[src/pat_arch_pkg.sv]
package pat_arch_pkg;

	// ========================================
	// datapath widths
	// ========================================
	localparam int DATA_W   = 8;  // accumulator and field word
	localparam int IADDR_W  = 10; // instruction address space
	localparam int INSTR_W  = 20; // one instruction word
	localparam int DADDR_W  = 3;  // data memory address
	localparam int FIELDP_W = 5;
	localparam int BUFP_W   = 3;
	localparam int IMM3_W   = 3;  // shift amount / i3 immediate

	// sizing
	localparam int FIELD_LATENCY = 4; // cycles from field read to field write
	localparam int FLUSH_LEN     = 4; // slots squashed behind a taken branch
	localparam int DMEM_DEPTH    = 8;
	localparam int FLUSH_CNT_W   = $clog2(FLUSH_LEN);

	typedef logic [DATA_W-1:0]      data_t;
	typedef logic [IADDR_W-1:0]     iaddr_t;
	typedef logic [INSTR_W-1:0]     instr_t;
	typedef logic [DADDR_W-1:0]     daddr_t;
	typedef logic [FIELDP_W-1:0]    fieldp_t;
	typedef logic [BUFP_W-1:0]      bufp_t;
	typedef logic [IMM3_W-1:0]      imm3_t;
	typedef logic [FLUSH_CNT_W-1:0] flush_cnt_t;

endpackage

[src/pat_isa_pkg.sv]
package pat_isa_pkg;

	// ========================================
	// instruction classes and opcodes
	// ========================================
	localparam logic [3:0] PREFIX = 4'b1111; // escapes i8 -> i3 and i3 -> i0

	// i8 space, bits 11..8
	localparam logic [3:0] OP_OR   = 4'b0000;
	localparam logic [3:0] OP_AND  = 4'b0001;
	localparam logic [3:0] OP_ADDM = 4'b0010;
	localparam logic [3:0] OP_SUBM = 4'b0011;
	localparam logic [3:0] OP_ADD  = 4'b0100;
	localparam logic [3:0] OP_SUB  = 4'b0101;
	localparam logic [3:0] OP_LDI  = 4'b0110;
	localparam logic [3:0] OP_LDM  = 4'b0111;
	localparam logic [3:0] OP_BF   = 4'b1000;
	localparam logic [3:0] OP_STM  = 4'b1011;
	localparam logic [3:0] OP_ORM  = 4'b1101;
	localparam logic [3:0] OP_ANDM = 4'b1110;

	// i3 space, bits 7..4
	localparam logic [3:0] OP_SHL  = 4'b0000;
	localparam logic [3:0] OP_SHLO = 4'b0001;
	localparam logic [3:0] OP_SHR  = 4'b0010;
	localparam logic [3:0] OP_ASR  = 4'b0011;
	localparam logic [3:0] OP_IN   = 4'b0101;
	localparam logic [3:0] OP_OUT  = 4'b1000;
	localparam logic [3:0] OP_SETB = 4'b1001;

	// i0 space, bits 3..0
	localparam logic [3:0] OP_NOT  = 4'b0000;
	localparam logic [3:0] OP_MOV  = 4'b0001;
	localparam logic [3:0] OP_TEST = 4'b0010;

	// double prefix with an unassigned i0 opcode, so no strobe fires
	localparam pat_arch_pkg::instr_t INSTR_NOP = 20'h06ff5;

	localparam int NUM_OPS     = 18; // one-hot strobes in the control word
	localparam int NUM_REG_OPS = 13; // leading strobes that write acc or field

	typedef enum logic [1:0] {COND_AL = 2'd0, COND_Z = 2'd1, COND_N = 2'd2} cond_t;

	typedef enum logic {ST_RUN, ST_FLUSH} exec_state_t;

endpackage

[src/pat_decode_if.sv]
interface pat_decode_if;

	// one-hot op strobes, m forms already folded into or/and/add/sub
	logic op_or, op_and, op_add, op_sub;
	logic op_ldi, op_ldm, op_stm, op_bf;
	logic op_shl, op_shlo, op_shr, op_asr;
	logic op_in, op_out, op_setb;
	logic op_not, op_mov, op_test;

	logic field_op;           // instruction targets the field side
	logic dest_acc;
	logic dest_field;
	pat_isa_pkg::cond_t cond; // only bf looks at it
	pat_arch_pkg::data_t alu_b;     // memory operand or immediate, preselected
	pat_arch_pkg::data_t field_val; // low or high field input
	pat_arch_pkg::data_t imm;       // raw 8 bit immediate

	modport producer (
		output op_or, op_and, op_add, op_sub, op_ldi, op_ldm, op_stm, op_bf,
		output op_shl, op_shlo, op_shr, op_asr, op_in, op_out, op_setb,
		output op_not, op_mov, op_test,
		output field_op, dest_acc, dest_field, cond, alu_b, field_val, imm
	);

	modport consumer (
		input op_or, op_and, op_add, op_sub, op_ldi, op_ldm, op_stm, op_bf,
		input op_shl, op_shlo, op_shr, op_asr, op_in, op_out, op_setb,
		input op_not, op_mov, op_test,
		input field_op, dest_acc, dest_field, cond, alu_b, field_val, imm
	);

endinterface

[src/pat_alu.sv]
module pat_alu (
	input  pat_arch_pkg::data_t i_a,
	input  pat_arch_pkg::data_t i_b,
	input  logic                i_op_or,
	input  logic                i_op_and,
	input  logic                i_op_not,
	input  logic                i_op_add,
	input  logic                i_op_sub,
	input  logic                i_op_shl,
	input  logic                i_op_shlo,
	input  logic                i_op_shr,
	input  logic                i_op_asr,
	output pat_arch_pkg::data_t o_y
);

	pat_arch_pkg::imm3_t sh;        // shift amount
	pat_arch_pkg::data_t shlo_fill; // ones in the vacated low bits

	assign sh = i_b[pat_arch_pkg::IMM3_W-1:0];
	assign shlo_fill = ~(pat_arch_pkg::data_t'('1) << sh);

	// strobes are one-hot, order only matters for idle cycles
	always_comb
	begin
		if (i_op_or)        o_y = i_a | i_b;
		else if (i_op_and)  o_y = i_a & i_b;
		else if (i_op_not)  o_y = ~i_a;
		else if (i_op_add)  o_y = i_a + i_b; // mod 256
		else if (i_op_sub)  o_y = i_a - i_b;
		else if (i_op_shl)  o_y = i_a << sh;
		else if (i_op_shlo) o_y = (i_a << sh) | shlo_fill;
		else if (i_op_shr)  o_y = i_a >> sh;
		else if (i_op_asr)  o_y = pat_arch_pkg::data_t'($signed(i_a) >>> sh);
		else                o_y = i_a; // pass through
	end

endmodule

[src/pat_data_mem.sv]
module pat_data_mem (
	input  logic                 clk,
	input  pat_arch_pkg::daddr_t i_read_adr,
	input  pat_arch_pkg::daddr_t i_write_adr,
	input  logic                 i_write,
	input  pat_arch_pkg::data_t  i_data,
	output pat_arch_pkg::data_t  o_data
);

	pat_arch_pkg::data_t mem [pat_arch_pkg::DMEM_DEPTH];

	assign o_data = mem[i_read_adr]; // combinational read

	always_ff @(posedge clk)
	begin
		if (i_write)
			mem[i_write_adr] <= i_data;
	end

	a_wdata_known: assert property (@(posedge clk) i_write |-> !$isunknown(i_data));

endmodule

[src/pat_pc.sv]
module pat_pc (
	input  logic                 clk,
	input  logic                 reset,
	input  logic                 i_jump,
	input  pat_arch_pkg::data_t  i_offset,
	output pat_arch_pkg::iaddr_t o_pc
);

	pat_arch_pkg::iaddr_t offset_ext;

	// relative offset, sign extended to the address width
	assign offset_ext = {{(pat_arch_pkg::IADDR_W - pat_arch_pkg::DATA_W)
		{i_offset[pat_arch_pkg::DATA_W-1]}}, i_offset};

	always_ff @(posedge clk)
	begin
		if (reset)
			o_pc <= '0;
		else if (i_jump)
			o_pc <= o_pc + offset_ext; // bf taken
		else
			o_pc <= o_pc + 1'b1;
	end

endmodule

[src/pat_decode.sv]
module pat_decode (
	input  logic                    clk,
	input  logic                    reset,
	input  pat_arch_pkg::instr_t    i_instruction,
	input  pat_arch_pkg::data_t     i_field_in_low,
	input  pat_arch_pkg::data_t     i_field_in_high,
	input  logic                    i_high_side,
	input  pat_arch_pkg::data_t     i_mem_data,
	output pat_arch_pkg::daddr_t    o_mem_read_adr,
	output pat_arch_pkg::fieldp_t   o_fieldp,
	output pat_arch_pkg::fieldp_t   o_fieldwp,
	pat_decode_if.producer          ctl
);

	pat_arch_pkg::instr_t  ir; // instruction register
	pat_arch_pkg::fieldp_t ir_fieldp;
	logic [1:0]            ir_cond;
	logic                  ir_field_op;
	logic [3:0]            op8;
	pat_arch_pkg::data_t   imm8;
	pat_arch_pkg::imm3_t   imm3;
	logic                  is_i8, is_i3, is_i0;
	logic                  src_mem, dest_reg;
	pat_isa_pkg::cond_t    cond_d;
	pat_arch_pkg::data_t   imm_sel;
	logic [pat_isa_pkg::NUM_OPS-1:0] ops_d, ops_q;
	pat_arch_pkg::fieldp_t [pat_arch_pkg::FIELD_LATENCY-1:0] fieldp_hist;

	assign {ir_fieldp, ir_cond, ir_field_op, op8, imm8} = ir;
	assign imm3 = imm8[pat_arch_pkg::IMM3_W-1:0];

	// class select, i3 opcode is imm8[7:4] and i0 opcode is imm8[3:0]
	assign is_i8 = (op8 != pat_isa_pkg::PREFIX);
	assign is_i3 = !is_i8 && (imm8[7:4] != pat_isa_pkg::PREFIX);
	assign is_i0 = !is_i8 && !is_i3;

	// register-writing ops first, see NUM_REG_OPS
	assign ops_d = {
		is_i8 && (op8 == pat_isa_pkg::OP_OR  || op8 == pat_isa_pkg::OP_ORM),
		is_i8 && (op8 == pat_isa_pkg::OP_AND || op8 == pat_isa_pkg::OP_ANDM),
		is_i8 && (op8 == pat_isa_pkg::OP_ADD || op8 == pat_isa_pkg::OP_ADDM),
		is_i8 && (op8 == pat_isa_pkg::OP_SUB || op8 == pat_isa_pkg::OP_SUBM),
		is_i8 && (op8 == pat_isa_pkg::OP_LDI),
		is_i8 && (op8 == pat_isa_pkg::OP_LDM),
		is_i3 && (imm8[7:4] == pat_isa_pkg::OP_SHL),
		is_i3 && (imm8[7:4] == pat_isa_pkg::OP_SHLO),
		is_i3 && (imm8[7:4] == pat_isa_pkg::OP_SHR),
		is_i3 && (imm8[7:4] == pat_isa_pkg::OP_ASR),
		is_i3 && (imm8[7:4] == pat_isa_pkg::OP_IN),
		is_i0 && (imm8[3:0] == pat_isa_pkg::OP_NOT),
		is_i0 && (imm8[3:0] == pat_isa_pkg::OP_MOV),
		is_i8 && (op8 == pat_isa_pkg::OP_STM),
		is_i8 && (op8 == pat_isa_pkg::OP_BF),
		is_i3 && (imm8[7:4] == pat_isa_pkg::OP_OUT),
		is_i3 && (imm8[7:4] == pat_isa_pkg::OP_SETB),
		is_i0 && (imm8[3:0] == pat_isa_pkg::OP_TEST)
	};
	assign {ctl.op_or, ctl.op_and, ctl.op_add, ctl.op_sub, ctl.op_ldi, ctl.op_ldm,
		ctl.op_shl, ctl.op_shlo, ctl.op_shr, ctl.op_asr, ctl.op_in, ctl.op_not, ctl.op_mov,
		ctl.op_stm, ctl.op_bf, ctl.op_out, ctl.op_setb, ctl.op_test} = ops_q;

	assign dest_reg = |ops_d[pat_isa_pkg::NUM_OPS-1 -: pat_isa_pkg::NUM_REG_OPS];
	assign src_mem = is_i8 && (op8 == pat_isa_pkg::OP_LDM || op8 == pat_isa_pkg::OP_ADDM
		|| op8 == pat_isa_pkg::OP_SUBM || op8 == pat_isa_pkg::OP_ORM
		|| op8 == pat_isa_pkg::OP_ANDM);
	assign imm_sel = is_i8 ? imm8 : {{(pat_arch_pkg::DATA_W - pat_arch_pkg::IMM3_W){1'b0}}, imm3};
	assign o_mem_read_adr = imm8[pat_arch_pkg::DADDR_W-1:0]; // async read, sampled below
	assign o_fieldwp = fieldp_hist[pat_arch_pkg::FIELD_LATENCY-1];

	always_comb
	begin
		case (ir_cond)
			2'd1:    cond_d = pat_isa_pkg::COND_Z;
			2'd2:    cond_d = pat_isa_pkg::COND_N;
			default: cond_d = pat_isa_pkg::COND_AL; // 3 is treated as always
		endcase
	end

	always_ff @(posedge clk)
	begin
		if (reset)
		begin
			ir             <= pat_isa_pkg::INSTR_NOP;
			ops_q          <= '0;
			ctl.field_op   <= 1'b0;
			ctl.dest_acc   <= 1'b0;
			ctl.dest_field <= 1'b0;
			ctl.cond       <= pat_isa_pkg::COND_AL;
			o_fieldp       <= '0;
			fieldp_hist    <= '0;
		end
		else
		begin
			ir             <= i_instruction;
			ops_q          <= ops_d;
			ctl.field_op   <= ir_field_op;
			ctl.dest_acc   <= dest_reg && !ir_field_op;
			ctl.dest_field <= dest_reg && ir_field_op;
			ctl.cond       <= cond_d;
			o_fieldp       <= ir_fieldp;
			fieldp_hist    <= {fieldp_hist[pat_arch_pkg::FIELD_LATENCY-2:0], o_fieldp};
		end
	end

	// operand preselect, keeps the muxes off the execute path
	always_ff @(posedge clk)
	begin
		ctl.alu_b     <= src_mem ? i_mem_data : imm_sel;
		ctl.field_val <= i_high_side ? i_field_in_high : i_field_in_low;
		ctl.imm       <= imm8;
	end

	// one strobe at most per word, so classes and opcodes never overlap
	a_one_class: assert property (@(posedge clk) disable iff (reset)
		$onehot0(ops_d));

endmodule

[src/pat_execute.sv]
module pat_execute (
	input  logic                  clk,
	input  logic                  reset,
	pat_decode_if.consumer        ctl,
	input  pat_arch_pkg::data_t   i_inputs,
	output logic                  o_high_side,
	output pat_arch_pkg::bufp_t   o_bufp,
	output pat_arch_pkg::data_t   o_field_out,
	output logic                  o_field_write_en_low,
	output logic                  o_field_write_en_high,
	output pat_arch_pkg::data_t   o_outputs,
	output logic                  o_mem_write,
	output pat_arch_pkg::daddr_t  o_mem_write_adr,
	output pat_arch_pkg::data_t   o_mem_write_data,
	output logic                  o_jump,
	output pat_arch_pkg::data_t   o_jump_offset
);

	pat_arch_pkg::data_t acc; // the accumulator
	pat_arch_pkg::data_t acc_alu_y, field_alu_y;
	pat_arch_pkg::data_t acc_result, field_result, test_val;
	logic z, n;               // set by test only
	logic high_side;          // 0 low buffer, 1 high buffer
	logic commit_en, cond_ok, take_bf;
	pat_isa_pkg::exec_state_t state;
	pat_arch_pkg::flush_cnt_t flush_cnt;

	// ========================================
	// two ALUs, acc side and field side
	// ========================================
	pat_alu u_acc_alu (
		.i_a(acc), .i_b(ctl.alu_b),
		.i_op_or(ctl.op_or), .i_op_and(ctl.op_and), .i_op_not(ctl.op_not),
		.i_op_add(ctl.op_add), .i_op_sub(ctl.op_sub),
		.i_op_shl(ctl.op_shl), .i_op_shlo(ctl.op_shlo), .i_op_shr(ctl.op_shr),
		.i_op_asr(ctl.op_asr), .o_y(acc_alu_y)
	);

	pat_alu u_field_alu (
		.i_a(ctl.field_val), .i_b(ctl.alu_b),
		.i_op_or(ctl.op_or), .i_op_and(ctl.op_and), .i_op_not(ctl.op_not),
		.i_op_add(ctl.op_add), .i_op_sub(ctl.op_sub),
		.i_op_shl(ctl.op_shl), .i_op_shlo(ctl.op_shlo), .i_op_shr(ctl.op_shr),
		.i_op_asr(ctl.op_asr), .o_y(field_alu_y)
	);

	// mov picks the other side as its source
	assign acc_result = (ctl.op_ldi || ctl.op_ldm) ? ctl.alu_b :
		ctl.op_in ? i_inputs : ctl.op_mov ? ctl.field_val : acc_alu_y;
	assign field_result = (ctl.op_ldi || ctl.op_ldm) ? ctl.alu_b :
		ctl.op_in ? i_inputs : ctl.op_mov ? acc : field_alu_y;
	assign test_val = ctl.field_op ? ctl.field_val : acc;

	assign commit_en = (state == pat_isa_pkg::ST_RUN); // squash while flushing

	always_comb
	begin
		case (ctl.cond)
			pat_isa_pkg::COND_Z: cond_ok = z;
			pat_isa_pkg::COND_N: cond_ok = n;
			default:             cond_ok = 1'b1;
		endcase
	end
	assign take_bf = commit_en && ctl.op_bf && cond_ok;

	// store goes straight to the memory, lands on the commit edge
	assign o_mem_write      = commit_en && ctl.op_stm;
	assign o_mem_write_adr  = ctl.imm[pat_arch_pkg::DADDR_W-1:0];
	assign o_mem_write_data = ctl.field_op ? ctl.field_val : acc;

	// forward a committing setb so the next instruction reads the new side
	assign o_high_side = (commit_en && ctl.op_setb) ? ctl.imm[pat_arch_pkg::BUFP_W] : high_side;

	// ========================================
	// commit and flush control
	// ========================================
	always_ff @(posedge clk)
	begin
		if (reset)
		begin
			state                 <= pat_isa_pkg::ST_RUN;
			flush_cnt             <= '0;
			acc                   <= '0;
			z                     <= 1'b0;
			n                     <= 1'b0;
			high_side             <= 1'b0;
			o_bufp                <= '0;
			o_outputs             <= '0;
			o_jump                <= 1'b0;
			o_field_write_en_low  <= 1'b0;
			o_field_write_en_high <= 1'b0;
		end
		else
		begin
			o_jump                <= take_bf; // one cycle pulse
			o_field_write_en_low  <= commit_en && ctl.dest_field && !high_side;
			o_field_write_en_high <= commit_en && ctl.dest_field && high_side;
			if (state == pat_isa_pkg::ST_FLUSH)
			begin
				if (flush_cnt == '0)
					state <= pat_isa_pkg::ST_RUN;
				else
					flush_cnt <= flush_cnt - 1'b1;
			end
			else if (take_bf)
			begin
				state     <= pat_isa_pkg::ST_FLUSH;
				flush_cnt <= pat_arch_pkg::flush_cnt_t'(pat_arch_pkg::FLUSH_LEN - 1);
			end
			if (commit_en)
			begin
				if (ctl.dest_acc)
					acc <= acc_result;
				if (ctl.op_out)
					o_outputs <= acc;
				if (ctl.op_setb)
				begin
					o_bufp    <= ctl.imm[pat_arch_pkg::BUFP_W-1:0];
					high_side <= ctl.imm[pat_arch_pkg::BUFP_W];
				end
				if (ctl.op_test)
				begin
					z <= (test_val == '0);
					n <= test_val[pat_arch_pkg::DATA_W-1]; // sign bit
				end
			end
		end
	end

	// payload, qualified by the strobes above
	always_ff @(posedge clk)
	begin
		if (commit_en && ctl.dest_field)
			o_field_out <= field_result;
		if (take_bf)
			o_jump_offset <= ctl.imm; // pc adds it on the next edge
	end

	// one enable at a time, on the side the operand was read from at decode
	a_we_exclusive: assert property (@(posedge clk) disable iff (reset)
		(o_field_write_en_low || o_field_write_en_high) |->
		!(o_field_write_en_low && o_field_write_en_high)
		&& (o_field_write_en_high == $past(o_high_side, 2)));

	// after a pulse the remaining flush slots stay quiet, then back to run
	a_no_jump_in_flush: assert property (@(posedge clk) disable iff (reset)
		o_jump |=> ((state == pat_isa_pkg::ST_FLUSH) && !o_jump)
		[*(pat_arch_pkg::FLUSH_LEN - 1)] ##1 (state == pat_isa_pkg::ST_RUN));

endmodule

[src/pat_core.sv]
module pat_core (
	input  logic                  clk,
	input  logic                  reset,
	input  pat_arch_pkg::instr_t  i_instruction,
	input  pat_arch_pkg::data_t   i_field_in_low,
	input  pat_arch_pkg::data_t   i_field_in_high,
	input  pat_arch_pkg::data_t   i_inputs,
	output pat_arch_pkg::iaddr_t  o_pc,
	output logic                  o_jump,
	output pat_arch_pkg::bufp_t   o_bufp,
	output pat_arch_pkg::fieldp_t o_fieldp,
	output pat_arch_pkg::fieldp_t o_fieldwp,
	output logic                  o_field_write_en_low,
	output logic                  o_field_write_en_high,
	output pat_arch_pkg::data_t   o_field_out,
	output pat_arch_pkg::data_t   o_outputs
);

	logic                 high_side;
	pat_arch_pkg::daddr_t mem_read_adr;
	pat_arch_pkg::daddr_t mem_write_adr;
	pat_arch_pkg::data_t  mem_read_data;
	pat_arch_pkg::data_t  mem_write_data;
	logic                 mem_write;
	pat_arch_pkg::data_t  jump_offset;

	pat_decode_if ctl (); // decode to execute pipeline register

	// ========================================
	// stage 1, ir and decode
	// ========================================
	pat_decode u_decode (
		.clk(clk), .reset(reset),
		.i_instruction(i_instruction),
		.i_field_in_low(i_field_in_low), .i_field_in_high(i_field_in_high),
		.i_high_side(high_side),
		.i_mem_data(mem_read_data), .o_mem_read_adr(mem_read_adr),
		.o_fieldp(o_fieldp), .o_fieldwp(o_fieldwp),
		.ctl(ctl.producer)
	);

	pat_data_mem u_dmem (
		.clk(clk),
		.i_read_adr(mem_read_adr), .i_write_adr(mem_write_adr),
		.i_write(mem_write), .i_data(mem_write_data),
		.o_data(mem_read_data)
	);

	// ========================================
	// stage 2, execute and commit
	// ========================================
	pat_execute u_execute (
		.clk(clk), .reset(reset),
		.ctl(ctl.consumer),
		.i_inputs(i_inputs),
		.o_high_side(high_side), .o_bufp(o_bufp),
		.o_field_out(o_field_out),
		.o_field_write_en_low(o_field_write_en_low),
		.o_field_write_en_high(o_field_write_en_high),
		.o_outputs(o_outputs),
		.o_mem_write(mem_write), .o_mem_write_adr(mem_write_adr),
		.o_mem_write_data(mem_write_data),
		.o_jump(o_jump), .o_jump_offset(jump_offset)
	);

	pat_pc u_pc (
		.clk(clk), .reset(reset),
		.i_jump(o_jump), .i_offset(jump_offset),
		.o_pc(o_pc)
	);

endmodule

[config.mk]
export PLATFORM = sky130hd
export DESIGN_NAME = pat_core
export DESIGN_NICKNAME = d
export VERILOG_FILES = /design/src/pat_arch_pkg.sv /design/src/pat_isa_pkg.sv /design/src/pat_decode_if.sv /design/src/pat_alu.sv /design/src/pat_data_mem.sv /design/src/pat_pc.sv /design/src/pat_decode.sv /design/src/pat_execute.sv /design/src/pat_core.sv
export SDC_FILE = /design/constraint.sdc
export NUM_CORES = 1
export LEC_CHECK = 0
export ABC_AREA = 0
export BUFFER_PORTS_ARGS = -buffer_cell sky130_fd_sc_hd__buf_2
export CORE_MARGIN = 2
export CORE_UTILIZATION = 50
export CTS_CLUSTER_SIZE = 12
export DETAILED_ROUTE_END_ITERATION = 16
export PLACE_DENSITY = 0.68
export SYNTH_ARGS = -nofsm -noshare
export SYNTH_HDL_FRONTEND = slang
export SYNTH_SLANG_ARGS = --single-unit
export TNS_END_PERCENT = 100
[constraint.sdc]
create_clock -name clk -period 3.8 [get_ports clk]
set_clock_uncertainty 0.15 [all_clocks]
set_input_delay 1.14 -clock clk [delete_from_list [all_inputs] [get_ports clk]]
set_output_delay 1.14 -clock clk [all_outputs]
set_load 0.05 [all_outputs]
# == Yosys cells after proc, flatten, opt, wreduce, memory -nomap -nowiden ==
# Memory sizes are Yosys's and may differ from the RTL's. A register that Yosys moved wholly into a read port is not among the register bits.
# Index checks and enable logic that the tools add are counted.
# W data, S select, Z words.
# op_classes
add_sub_neg,7
eq_ne,26
n_shift,7
n_mux,41
bitwise_logic,10
n_reduce_logical,56
# ops
op,count
$mux W8,28
$or A8 B8 Y8,4
$logic_and A1 B1 Y1,30
$eq A4 B4 Y1 const B,6
$not A8 Y8,3
$eq A4 B2 Y1 const B,5
$eq A4 B3 Y1 const B,5
$add A8 B8 Y8,2
$and A8 B8 Y8,2
$shl A8 B3 Y8,2
$shr A8 B3 Y8,2
$sshr A8 B3 Y8,2
$sub A8 B8 Y8,2
$reduce_or A13 Y1,1
$eq A4 B1 Y1 const B,3
$logic_not A4 Y1,3
$reduce_bool A12 Y1,1
$add A10 B1 Y10 const B,1
$add A10 B10 Y10,1
$mux W10,1
$logic_or A1 B1 Y1,9
$logic_not A8 Y1,1
$ne A4 B4 Y1 const B,2
$reduce_and A2 Y1,4
15 further kinds,27
# totals
register_bits,146
ram_bits,64
in_bits,46
output_inout_bits,42
word_cells,176
mem_count,1
# mem_list
memory,depth,word_bits,read_ports,rd_clocked_by_memory_dff,wr,line,rtl
u_dmem.mem,8,8,1,1,1,pat_data_mem.sv:10,pat_arch_pkg::data_t mem [pat_arch_pkg::DMEM_DEPTH];

# == Logic depth before layout (Yosys ltp) ==
# Gate-level depths: netlist of the first run.
# depth
depth_word,13
ltp_mapped,11
ltp_nobuf,11

# == Modules after synthesis ==
# Synthesis of the first run repeated with hierarchy kept, for this count alone.
# hier_totals
cells_unflattened,1220
hier_area_um2,12276.8
# by_module_without_submodules
module,instances,cells_per_inst,area_per_inst_um2
pat_decode,1,238,2810.2
pat_data_mem,1,106,2531.2
pat_execute,1,214,2205.9
pat_alu at u_execute.u_acc_alu,1,303,2031.9
pat_alu at u_execute.u_field_alu,1,283,2029.4
pat_pc,1,76,668.1

# == Worst setup path before layout of the first run ==
# OpenSTA, ideal clock, no wires.
# synth_path
path_kind,register -> register
start,register u_decode.ctl.alu_b[2]
end,register u_execute.acc[4]
arrival_ps,2528
t_required_ps,3554
path_slack_ps,1026
stages_incl_launch_ff,11
path_buffers,1
path_cell_list,dfxtp_1 inv_1 clkbuf_1 ha_1 nand2b_1 a21oi_1 nor2_1 xnor2_1 a221o_1 a221o_1 o41ai_2
# synth_between
elab_chain_cells,13
word_cells_on_any_way,20
classes_between,add/sub (2); shift (4); mux (12); bitwise (2)
# synth_lines
element,line,rtl
from (decl),pat_decode_if.sv:22,"output field_op, dest_acc, dest_field, cond, alu_b, field_val, imm"
from (signal assigned),pat_decode.sv:108,ctl.alu_b <= src_mem ? i_mem_data : imm_sel;
$sshr A8 B3 Y8 or $shl A8 B3 Y8 (tied branches),"pat_alu.sv:33, pat_alu.sv:20",
$mux W8 or $not A8 Y8 (tied branches),"pat_alu.sv:33, pat_alu.sv:20",
$mux W8 or $or A8 B8 Y8 (tied branches),"pat_alu.sv:32, pat_alu.sv:31",
$mux W8,pat_alu.sv:31,else if (i_op_shlo) o_y = (i_a << sh) | shlo_fill;
$mux W8,pat_alu.sv:30,else if (i_op_shl) o_y = i_a << sh;
$mux W8,pat_alu.sv:29,else if (i_op_sub) o_y = i_a - i_b;
$mux W8 (*),pat_alu.sv:28,else if (i_op_add) o_y = i_a + i_b;
$mux W8 (*),pat_alu.sv:27,else if (i_op_not) o_y = ~i_a;
$mux W8 (*),pat_alu.sv:26,else if (i_op_and) o_y = i_a & i_b;
$mux W8 (*),pat_alu.sv:25,if (i_op_or) o_y = i_a | i_b;
$mux W8 (*) (2 in series),pat_execute.sv:49,ctl.op_in ? i_inputs : ctl.op_mov ? ctl.field_val : acc_alu_y;
$mux W8 (*),pat_execute.sv:48,assign acc_result = (ctl.op_ldi || ctl.op_ldm) ? ctl.alu_b :
to (signal assigned),pat_execute.sv:113,acc <= acc_result;
to (decl),pat_execute.sv:19,pat_arch_pkg::data_t acc;
# Every way passes the cells marked *; elsewhere a longest branch is shown, timed or not. The select of a mux whose other input is x is not followed.
# A chain may end at the register's enable or synchronous reset.

# == Final worst setup path of the first run ==
# layout_path
start,register u_decode.ctl.field_val[4]
end,"register u_execute.o_field_out[7], data pin"
# layout_between
elab_chain_cells,13
word_cells_on_any_way,18
classes_between,add/sub (2); shift (3); mux (12); bitwise (1)
# layout_lines
element,line,rtl
from (decl),pat_decode_if.sv:22,
from (signal assigned),pat_decode.sv:109,ctl.field_val <= i_high_side ? i_field_in_high : i_field_in_low;
$sshr A8 B3 Y8,pat_alu.sv:33,else if (i_op_asr) o_y = pat_arch_pkg::data_t'($signed(i_a) >>> sh);
$mux W8,pat_alu.sv:33,
$mux W8,pat_alu.sv:32,else if (i_op_shr) o_y = i_a >> sh;
$mux W8,pat_alu.sv:31,
$mux W8,pat_alu.sv:30,
$mux W8,pat_alu.sv:29,
$mux W8 (*),pat_alu.sv:28,
$mux W8 (*),pat_alu.sv:27,
$mux W8 (*),pat_alu.sv:26,
$mux W8 (*),pat_alu.sv:25,
$mux W8 (*) (2 in series),pat_execute.sv:51,ctl.op_in ? i_inputs : ctl.op_mov ? acc : field_alu_y;
$mux W8 (*),pat_execute.sv:50,assign field_result = (ctl.op_ldi || ctl.op_ldm) ? ctl.alu_b :
named net u_execute.field_result[7],pat_execute.sv:21,"pat_arch_pkg::data_t acc_result, field_result, test_val;"
to (signal assigned),pat_execute.sv:134,o_field_out <= field_result;
to (decl),pat_execute.sv:8,"output pat_arch_pkg::data_t o_field_out,"
# The timed path passes the listed nets; every way through them passes the cells marked *.

==> impl_metrics.csv, run 1 <==
group,metric,value,unit
clock_tree,post_cts_buffers,0,
clock_tree,postCtsHoldBufs,0,
yosys,synth.yosys.seq_area_share,42.7,%
clock_tree,clockRootBuffer,"sky130_fd_sc_hd__clkbuf_16",
yosys,yosysWarnings,0,
cells_and_area,syn_to_final_growth,11.5,%
yosys,synth.ff_latch_count,210,
timing,maxSlewHeadroom,29.2,%
global_route,grtUsageTotal,27.3,%
yosys,yosys_most_used_dff,"sky130_fd_sc_hd__dfxtp_1",
timing,finalCriticalPeriod,3.13,ns
setup_path,crit_fanout,12,
place,place_hpwl,24400,um
global_route,grt_first_pass_wirelength,51500,um
floorplan,die_width,157,um
floorplan,coreArea,23300,um^2
yosys,ys_async_sr_fraction,0,%
clock_tree,cts_inserted_buffers,24,
clock_tree,cts.reportedPaths.clkPinSlew,0.06,ns
run,max_cap_viol_count,0,
place,port_buffers,87,
cells_and_area,layout-drive-gt1-share,17.9,%
routing,drc_markers,0,
place,globalplace.congestion,0.974,
power,power_leakage,5.25,nW
power,power.density,423,nW/um^2
global_route,vias_in_the_first_global_route,9038,
yosys,postSynthNetCount,1308,
clock_tree,cts.htree.levels,1,
floorplan,rows,56,
cells_and_area,layout.nets,1369,
setup_path,reg2reg_depth,9,
global_route,antenna_violations_before_repair,0,
setup_path,worst-setup-path-type,"flip-flop to flip-flop",
clock_tree,cts_repair_resize_count,0,
clock_tree,num_clock_sinks,210,
routing,routed_via_density,6.00,
global_route,grt_max_degree,59,
timing,max_clock_freq,320,MHz
floorplan,chipHeight,157,um
floorplan,initial_core_util,50.4,%
routing,wirelength,33900,um
hold_path,whs_path_depth,0,
hold_path,worst_hold_path_type,"flip-flop to flip-flop",
setup_path,timing.critical_path.slowest_stage_cell,"sky130_fd_sc_hd__a2111oi_1",
timing,tightestPinTransition,1.05,ns
routing,detail_route.iter0.violations,957,
clock_tree,clock_path_buffers,3,
setup_path,critical-path-max-stage-delay,0.65,ns
timing,timing_max_transition_violations_final,0,
yosys,synth_cell_type_count,76,
routing,drtPass1Iterations,5,
timing,final_setup_margin,0.673,ns
yosys,mapped_area,11700,um^2
setup_path,start_kind,"flip-flop",
routing,route.detailed.wl_per_inst,21.3,um
yosys,postSynthAreaPerCell,9.84,um^2
timing,rsz_0062_raised_after_global_routing,"false",
setup_path,arrival,3.36,ns
routing,vias,9533,
setup_path,critical_path_required,4.03,ns
run_status,run_status,"finished, final reports clean",
place,post-place-ws,0.751,ns
routing,final_antenna_net_count,0,
timing,hold_violations,0,
clock_tree,cts_tree,"done",
timing,finalSetupViolations,0,
floorplan,die-area,24700,um^2
yosys,synth_enable_flop_cells,80,
cells_and_area,antennaDiodeCount,0,
floorplan,io-pin-count,88,
timing,fin_tns_setup,0,ns
global_route,globalRouteOverflowTotal,0,
setup_path,worstSetupEndpointType,"flip-flop",
yosys,syn_inst,1193,
timing,timing.final.crit_share,82.3,%
clock_tree,worstSkewPairLatency,0.53,ns
setup_path,path_cells,"inv_1 -> ha_1 -> nor3_1 -> a2111oi_1 -> nand2_1 -> o21ai_0 -> xnor2_1 -> a211o_1 -> a21oi_1",
power,irDropWorstVdd,0.000417,V
## cells in the final DEF, fill, tap and decap left out, types with 14 or more instances in the layout
cell	synthesis	routed
sky130_fd_sc_hd__a211oi_1	25	25
sky130_fd_sc_hd__a21oi_1	89	89
sky130_fd_sc_hd__a31oi_1	14	14
sky130_fd_sc_hd__buf_2	18	86
sky130_fd_sc_hd__buf_4	8	38
sky130_fd_sc_hd__clkbuf_16	0	24
sky130_fd_sc_hd__dfxtp_1	130	128
sky130_fd_sc_hd__edfxtp_1	80	80
sky130_fd_sc_hd__ha_1	64	64
sky130_fd_sc_hd__inv_1	67	67
sky130_fd_sc_hd__mux2i_1	39	39
sky130_fd_sc_hd__mux4_2	21	21
sky130_fd_sc_hd__nand2_1	68	68
sky130_fd_sc_hd__nand2b_1	16	16
sky130_fd_sc_hd__nand3_1	15	15
sky130_fd_sc_hd__nor2_1	91	91
sky130_fd_sc_hd__nor2b_1	54	54
sky130_fd_sc_hd__nor3_1	35	35
sky130_fd_sc_hd__o21ai_0	63	63
sky130_fd_sc_hd__or2_2	22	22
sky130_fd_sc_hd__xnor2_1	14	14
## per-layer routing
metal / vias up / share of wire, % / global-route usage [%]
met5: - / 0 / 0
met1: 4501 / 41 / 37.3
met3: 86 / 9.6 / 5.15
met4: 0 / 3.5 / 10.8
li1: 4438 / - / -
met2: 508 / 46 / 43.0
## cell usage after synthesis, drive strengths merged, types with 9 or more instances
library cell    n  share of area [%]
or2            22                1.2
nor2b          54                2.9
mux4           25                4.9
a21oi          89                3.8
nor4            9               0.48
o21ai          67                2.9
buf            37                2.2
nor3           36                1.6
clkbuf         52                2.2
mux2           12                1.2
nor3b          10               0.64
o211ai         12               0.77
xnor2          14                1.0
nand2          68                2.2
a31oi          14               0.75
edfxtp         80                 20
nand2b         17               0.93
ha             64                6.8
dfxtp         130                 22
a221oi         11               0.82
inv            69                2.2
a211oi         25                1.6
mux2i          39                3.3
nand3          15               0.64
nor2           91                2.9
## cell type report
cell class	count	area, um^2
Fill cell	2053	10200
Timing Repair Buffer	124	716
Multi-Input combinational cell	824	5960
Clock buffer	35	672
Sequential cell	210	5010
Tap cell	319	399
Clock inverter	8	75.1
Inverter	70	263
## critical path, delay by kind of cell (launching register included)
family                   cells  cell delay, ns
flip-flops                   1            0.62
buffers and inverters        1            0.21
XOR/XNOR                     1            0.09
AO/OA/AOI/OAI                4            1.21
AND/OR/NAND/NOR              2            0.20
adder cells (fa/ha/maj)      1            0.50
## registers in the layout, indices dropped and copies added, names as in the netlist, 2 cells and up
name	cells
u_dmem.mem	64
u_decode.ir	20
u_decode.ops_q	18
u_decode.fieldp_hist	15
u_pc.o_pc	10
u_decode.ctl.alu_b	8
u_decode.ctl.field_val	8
u_decode.ctl.imm	8
u_execute.acc	8
u_execute.o_field_out	8
u_execute.o_jump_offset	8
u_execute.o_outputs	8
u_decode.o_fieldp	5
u_decode.o_fieldwp	5
u_execute.o_bufp	3
u_decode.ctl.cond	2
u_execute.flush_cnt	2
## logic make-up after synthesis
group                      share of synthesized area [%]
and+or+nand+nor                                     15.2
AOI/OAI and AO/OA                                   17.0
DFF                                                 42.7
buffers and inverters                               6.59
muxes                                               9.40
adders and majority gates                           7.68
xor gates and xnor gates                            1.49
## where the power goes
| part | total (mW) | switching (mW) | internal, mW |
|---|---|---|---|
| clock | 2.16 | 0.920 | 1.24 |
| combinational | 0.880 | 0.533 | 0.348 |
| sequential | 2.49 | 0.0998 | 2.39 |
| total | 5.53 | 1.55 | 3.98 |
## through the flow
stage	area (um^2)	total power [mW]	utilization (%)	hold slack, ns	std cells
after floorplan	11700	3.16	-	0.179	1193
after global placement	12300	3.40	53.0	0.238	1547
after detailed placement	12300	3.40	53.0	0.240	1547
after CTS	13100	5.56	56.3	0.254	1590
after global routing	13100	5.75	56.3	0.264	1590
final	13100	5.53	56.3	0.255	1590
## path summary, 6_finish.rpt
| path | from | end | slack [ns] |
|---|---|---|---|
| setup / recovery | u_decode.ctl.field_val[4] | u_execute.o_field_out[7] | 0.67 |
| hold / removal | u_decode.ctl.imm[5] | u_execute.o_jump_offset[5] | 0.25 |
| setup reg to reg | u_decode.ctl.field_val[4] | u_execute.o_field_out[7] | 0.67 |
| hold reg to reg | u_decode.ctl.imm[5] | u_execute.o_jump_offset[5] | 0.25 |
Note: power is estimated with default switching activity, not from simulation.
==> run 2: changes to the inputs <==
--- a/config.mk
+++ b/config.mk
@@ -5,7 +5,7 @@
 export SDC_FILE = /design/constraint.sdc
 export NUM_CORES = 1
 export LEC_CHECK = 0
-export ABC_AREA = 0
+export ABC_AREA = 1
 export BUFFER_PORTS_ARGS = -buffer_cell sky130_fd_sc_hd__buf_2
 export CORE_MARGIN = 2
 export CORE_UTILIZATION = 50
==> constraint.sdc (replaced) <==
create_clock -name clk -period 3.25 [get_ports clk]
set_clock_uncertainty 0.15 [all_clocks]
set_input_delay 0.975 -clock clk [delete_from_list [all_inputs] [get_ports clk]]
set_output_delay 0.975 -clock clk [all_outputs]
set_load 0.05 [all_outputs]
==> impl_metrics.csv, run 2 <==
group,metric,value,unit
cells_and_area,syn_to_final_growth,12.8,%
setup_path,worst-setup-path-type,"flip-flop to flip-flop",
routing,wirelength,35500,um
hold_path,worst_hold_path_type,"flip-flop to flip-flop",
yosys,postSynthNetCount,1594,
clock_tree,clock_path_buffers,3,
timing,fin_tns_setup,0,ns
hold_path,min-delay-start,"u_decode.ir[17]",
floorplan,coreArea,22600,um^2
timing,final_setup_margin,0.390,ns
setup_path,reg2reg_depth,14,
floorplan,rows,55,
cells_and_area,postLayoutCellArea,13000,um^2
routing,drtPass1Iterations,5,
floorplan,chipHeight,156,um
setup_path,crit_top_cell,"sky130_fd_sc_hd__nand2_1",
clock_tree,cts.htree.levels,1,
timing,timing.final.crit_share,88.0,%
yosys,synth.top_cells.by_count,"sky130_fd_sc_hd__nand2_1 (336), sky130_fd_sc_hd__inv_1 (182), sky130_fd_sc_hd__dfxtp_1 (130), sky130_fd_sc_hd__o21ai_0 (130), sky130_fd_sc_hd__nor2_1 (126)",
yosys,synth_cell_type_count,50,
yosys,synth_compound_gate_area_share,16.9,%
cells_and_area,mostFrequentLayoutCells,"sky130_fd_sc_hd__nand2_1 (336), sky130_fd_sc_hd__inv_1 (182), sky130_fd_sc_hd__o21ai_0 (130)",
clock_tree,num_clock_sinks,210,
cells_and_area,largest_reg_flops,64,
cells_and_area,layout.nets,1690,
power,power_leakage,6.05,nW
yosys,ys_async_sr_fraction,0,%
yosys,syn_inst,1479,
yosys,synth.top_cells.by_area,"sky130_fd_sc_hd__dfxtp_1 (23%), sky130_fd_sc_hd__edfxtp_1 (21%), sky130_fd_sc_hd__nand2_1 (11%)",
timing,max_clock_freq,350,MHz
setup_path,worst-path-buf-inv,1,
global_route,grtUsageTotal,29.2,%
yosys,synth.most_common_cell,"sky130_fd_sc_hd__nand2_1",
yosys,yosysWarnings,0,
yosys,postSynthAreaPerCell,7.79,um^2
yosys,synth_largest_area_cell,"sky130_fd_sc_hd__dfxtp_1",
power,power.density,490,nW/um^2
floorplan,die-area,24300,um^2
timing,maxSlewHeadroom,39.2,%
yosys,synth_adder_area_share,7.82,%
timing,finalSetupViolations,0,
setup_path,worst_path_dominant_cell_family,"compound AO/OA/AOI/OAI gates",
place,place_area,12300,um^2
setup_path,worstReg2RegStart,"u_decode.ctl.field_val[1]",
yosys,synth_top_area_share,22.6,%
clock_tree,clockRootBuffer,"sky130_fd_sc_hd__clkbuf_16",
cells_and_area,layout.cells.most_common,"sky130_fd_sc_hd__nand2_1",
timing,fin_worst_hold_slack,0.250,ns
yosys,synth_top_family_by_area,"simple AND/OR/NAND/NOR gates",
cells_and_area,largest-register,"u_dmem.mem",
global_route,antenna_violations_before_repair,0,
global_route,vias_in_the_first_global_route,9911,
setup_path,crit_path_start,"u_decode.ctl.field_val[1]",
setup_path,start_kind,"flip-flop",
routing,final_antenna_net_count,0,
setup_path,path_cells,"inv_1 -> fa_1 -> o21ai_0 -> a21oi_1 -> o21bai_1 -> xor2_1 -> a21oi_1 -> nand2_1 -> nand2_1 -> nand2_1 -> nand2_1 -> nand2_1 -> nand2_1 -> nand2_1",
yosys,mapped_area,11500,um^2
timing,hold_violations,0,
timing,timing_max_transition_violations_final,0,
cells_and_area,reg.largest.list,"u_dmem.mem x64, u_decode.ir x20, u_decode.ops_q x18",
global_route,grt_max_degree,67,
yosys,yosys_most_used_dff,"sky130_fd_sc_hd__dfxtp_1",
yosys,yosys.area_share.xor_xnor,0.912,%
run,max_cap_viol_count,0,
routing,drc_markers,0,
floorplan,die_width,156,um
setup_path,critical_path_cell_count,14,
yosys,synth.ff_latch_count,210,
floorplan,initial_core_util,50.9,%
clock_tree,worstSkewPairLatency,0.51,ns
clock_tree,cts_inserted_buffers,23,
floorplan,io-pin-count,88,
routing,vias,10311,
power,irDropWorstVdd,0.000476,V
power,fin_total_pwr,6.37,mW
clock_tree,postCtsHoldBufs,0,
setup_path,timing.critical_path.slowest_stage_cell,"sky130_fd_sc_hd__dfxtp_1",
place,globalplace.congestion,1.07,
setup_path,arrival,2.96,ns
place,post-place-ws,0.362,ns
setup_path,crit_fanout,9,
run_status,run_status,"finished, final reports clean",
timing,rsz_0062_raised_after_global_routing,"false",
timing,tightestPinTransition,0.908,ns
clock_tree,cts_tree,"done",
routing,detail_route.iter0.violations,978,
place,port_buffers,87,
setup_path,critical-path-max-stage-delay,0.54,ns
cells_and_area,layout-drive-gt1-share,13.3,%
yosys,yosys.area_share.simple,20.8,%
routing,route.detailed.wl_per_inst,18.9,um
yosys,synth.yosys.seq_area_share,43.4,%
routing,routed_via_density,5.49,
yosys,synth_enable_flop_cells,80,
setup_path,worstSetupEndpointType,"flip-flop",
hold_path,whs_path_depth,2,
yosys,multiplexer_fraction_of_the_synthesized_cell_area,0.782,%
setup_path,critical_path_required,3.35,ns
clock_tree,cts.reportedPaths.clkPinSlew,0.07,ns
global_route,globalRouteOverflowTotal,0,
place,place_hpwl,26500,um
cells_and_area,antennaDiodeCount,0,
timing,finalCriticalPeriod,2.86,ns
global_route,grt_first_pass_wirelength,55000,um
run 2: cell count changes in the layout (fill, tap and decap cells not counted), sizes merged, moves of 25 or more:
cell	before	now
inv	71	189
nor2	91	128
nand2	68	340
o21ai	67	167
a21oi	89	117
mux4	25	0
mux2i	39	0
nor2b	54	0
nand3	15	66
run 2: repair_timing:
action	4_1_cts	5_1_grt
setup buffers	0	0
gates resized for setup	0	2
setup endpoints to repair	0	1
run 2: logic make-up (layout without fill, tap and decap cells):
family	count (synthesis)	in the layout
xor gates and xnor gates	12	12
adders and majority gates	69	69
DFF	210	210
AOI/OAI and AO/OA	346	346
and+or+nand+nor	580	580
buffers and inverters	254	367
muxes	8	8
run 2: metal layers:
| metal | share of wire [%] | GRT usage (%) | wire, um |
|---|---|---|---|
| met4 | 5.6 | 14.1 | 1980 |
| met3 | 7.6 | 4.86 | 2700 |
| met2 | 47 | 49.7 | 16700 |
| met5 | 0 | 0 | 0 |
| met1 | 40 | 36.3 | 14100 |
run 2: cell type report:
| cell class | count | area (um^2) |
|---|---|---|
| multi-input cells | 1015 | 5440 |
| repair buffers | 136 | 803 |
| flip-flops and latches | 210 | 5010 |
| fillers | 2144 | 9640 |
| well taps | 285 | 357 |
| clock buffers | 35 | 631 |
| inverters | 189 | 712 |
| clock inverters | 7 | 46.3 |
run 2: tightest hold or removal path, cell delays in order (launching register included):
cell                      delay (ns)
sky130_fd_sc_hd__dfxtp_1        0.29
sky130_fd_sc_hd__inv_1          0.04
sky130_fd_sc_hd__nor2_1         0.03
run 2: path summary, 6_finish.rpt:
check                                                end  slack [ns]
worst max register to register  u_execute.o_field_out[6]        0.39
worst min register to register      u_decode.o_fieldp[2]        0.25
worst min-delay path                u_decode.o_fieldp[2]        0.25
worst max-delay path            u_execute.o_field_out[6]        0.39
run 2: power breakdown:
part / internal (mW) / switching, mW
clock: 1.34 / 0.994
sequential: 2.80 / 0.0667
combinational: 0.364 / 0.795
run 2: through the flow:
stage,utilization (%),cells
2_1_floorplan,-,1479
3_3_place_gp,54.4,1835
3_5_place_dp,54.4,1835
4_1_cts,57.4,1877
5_1_grt,57.4,1877
6_report,57.4,1877
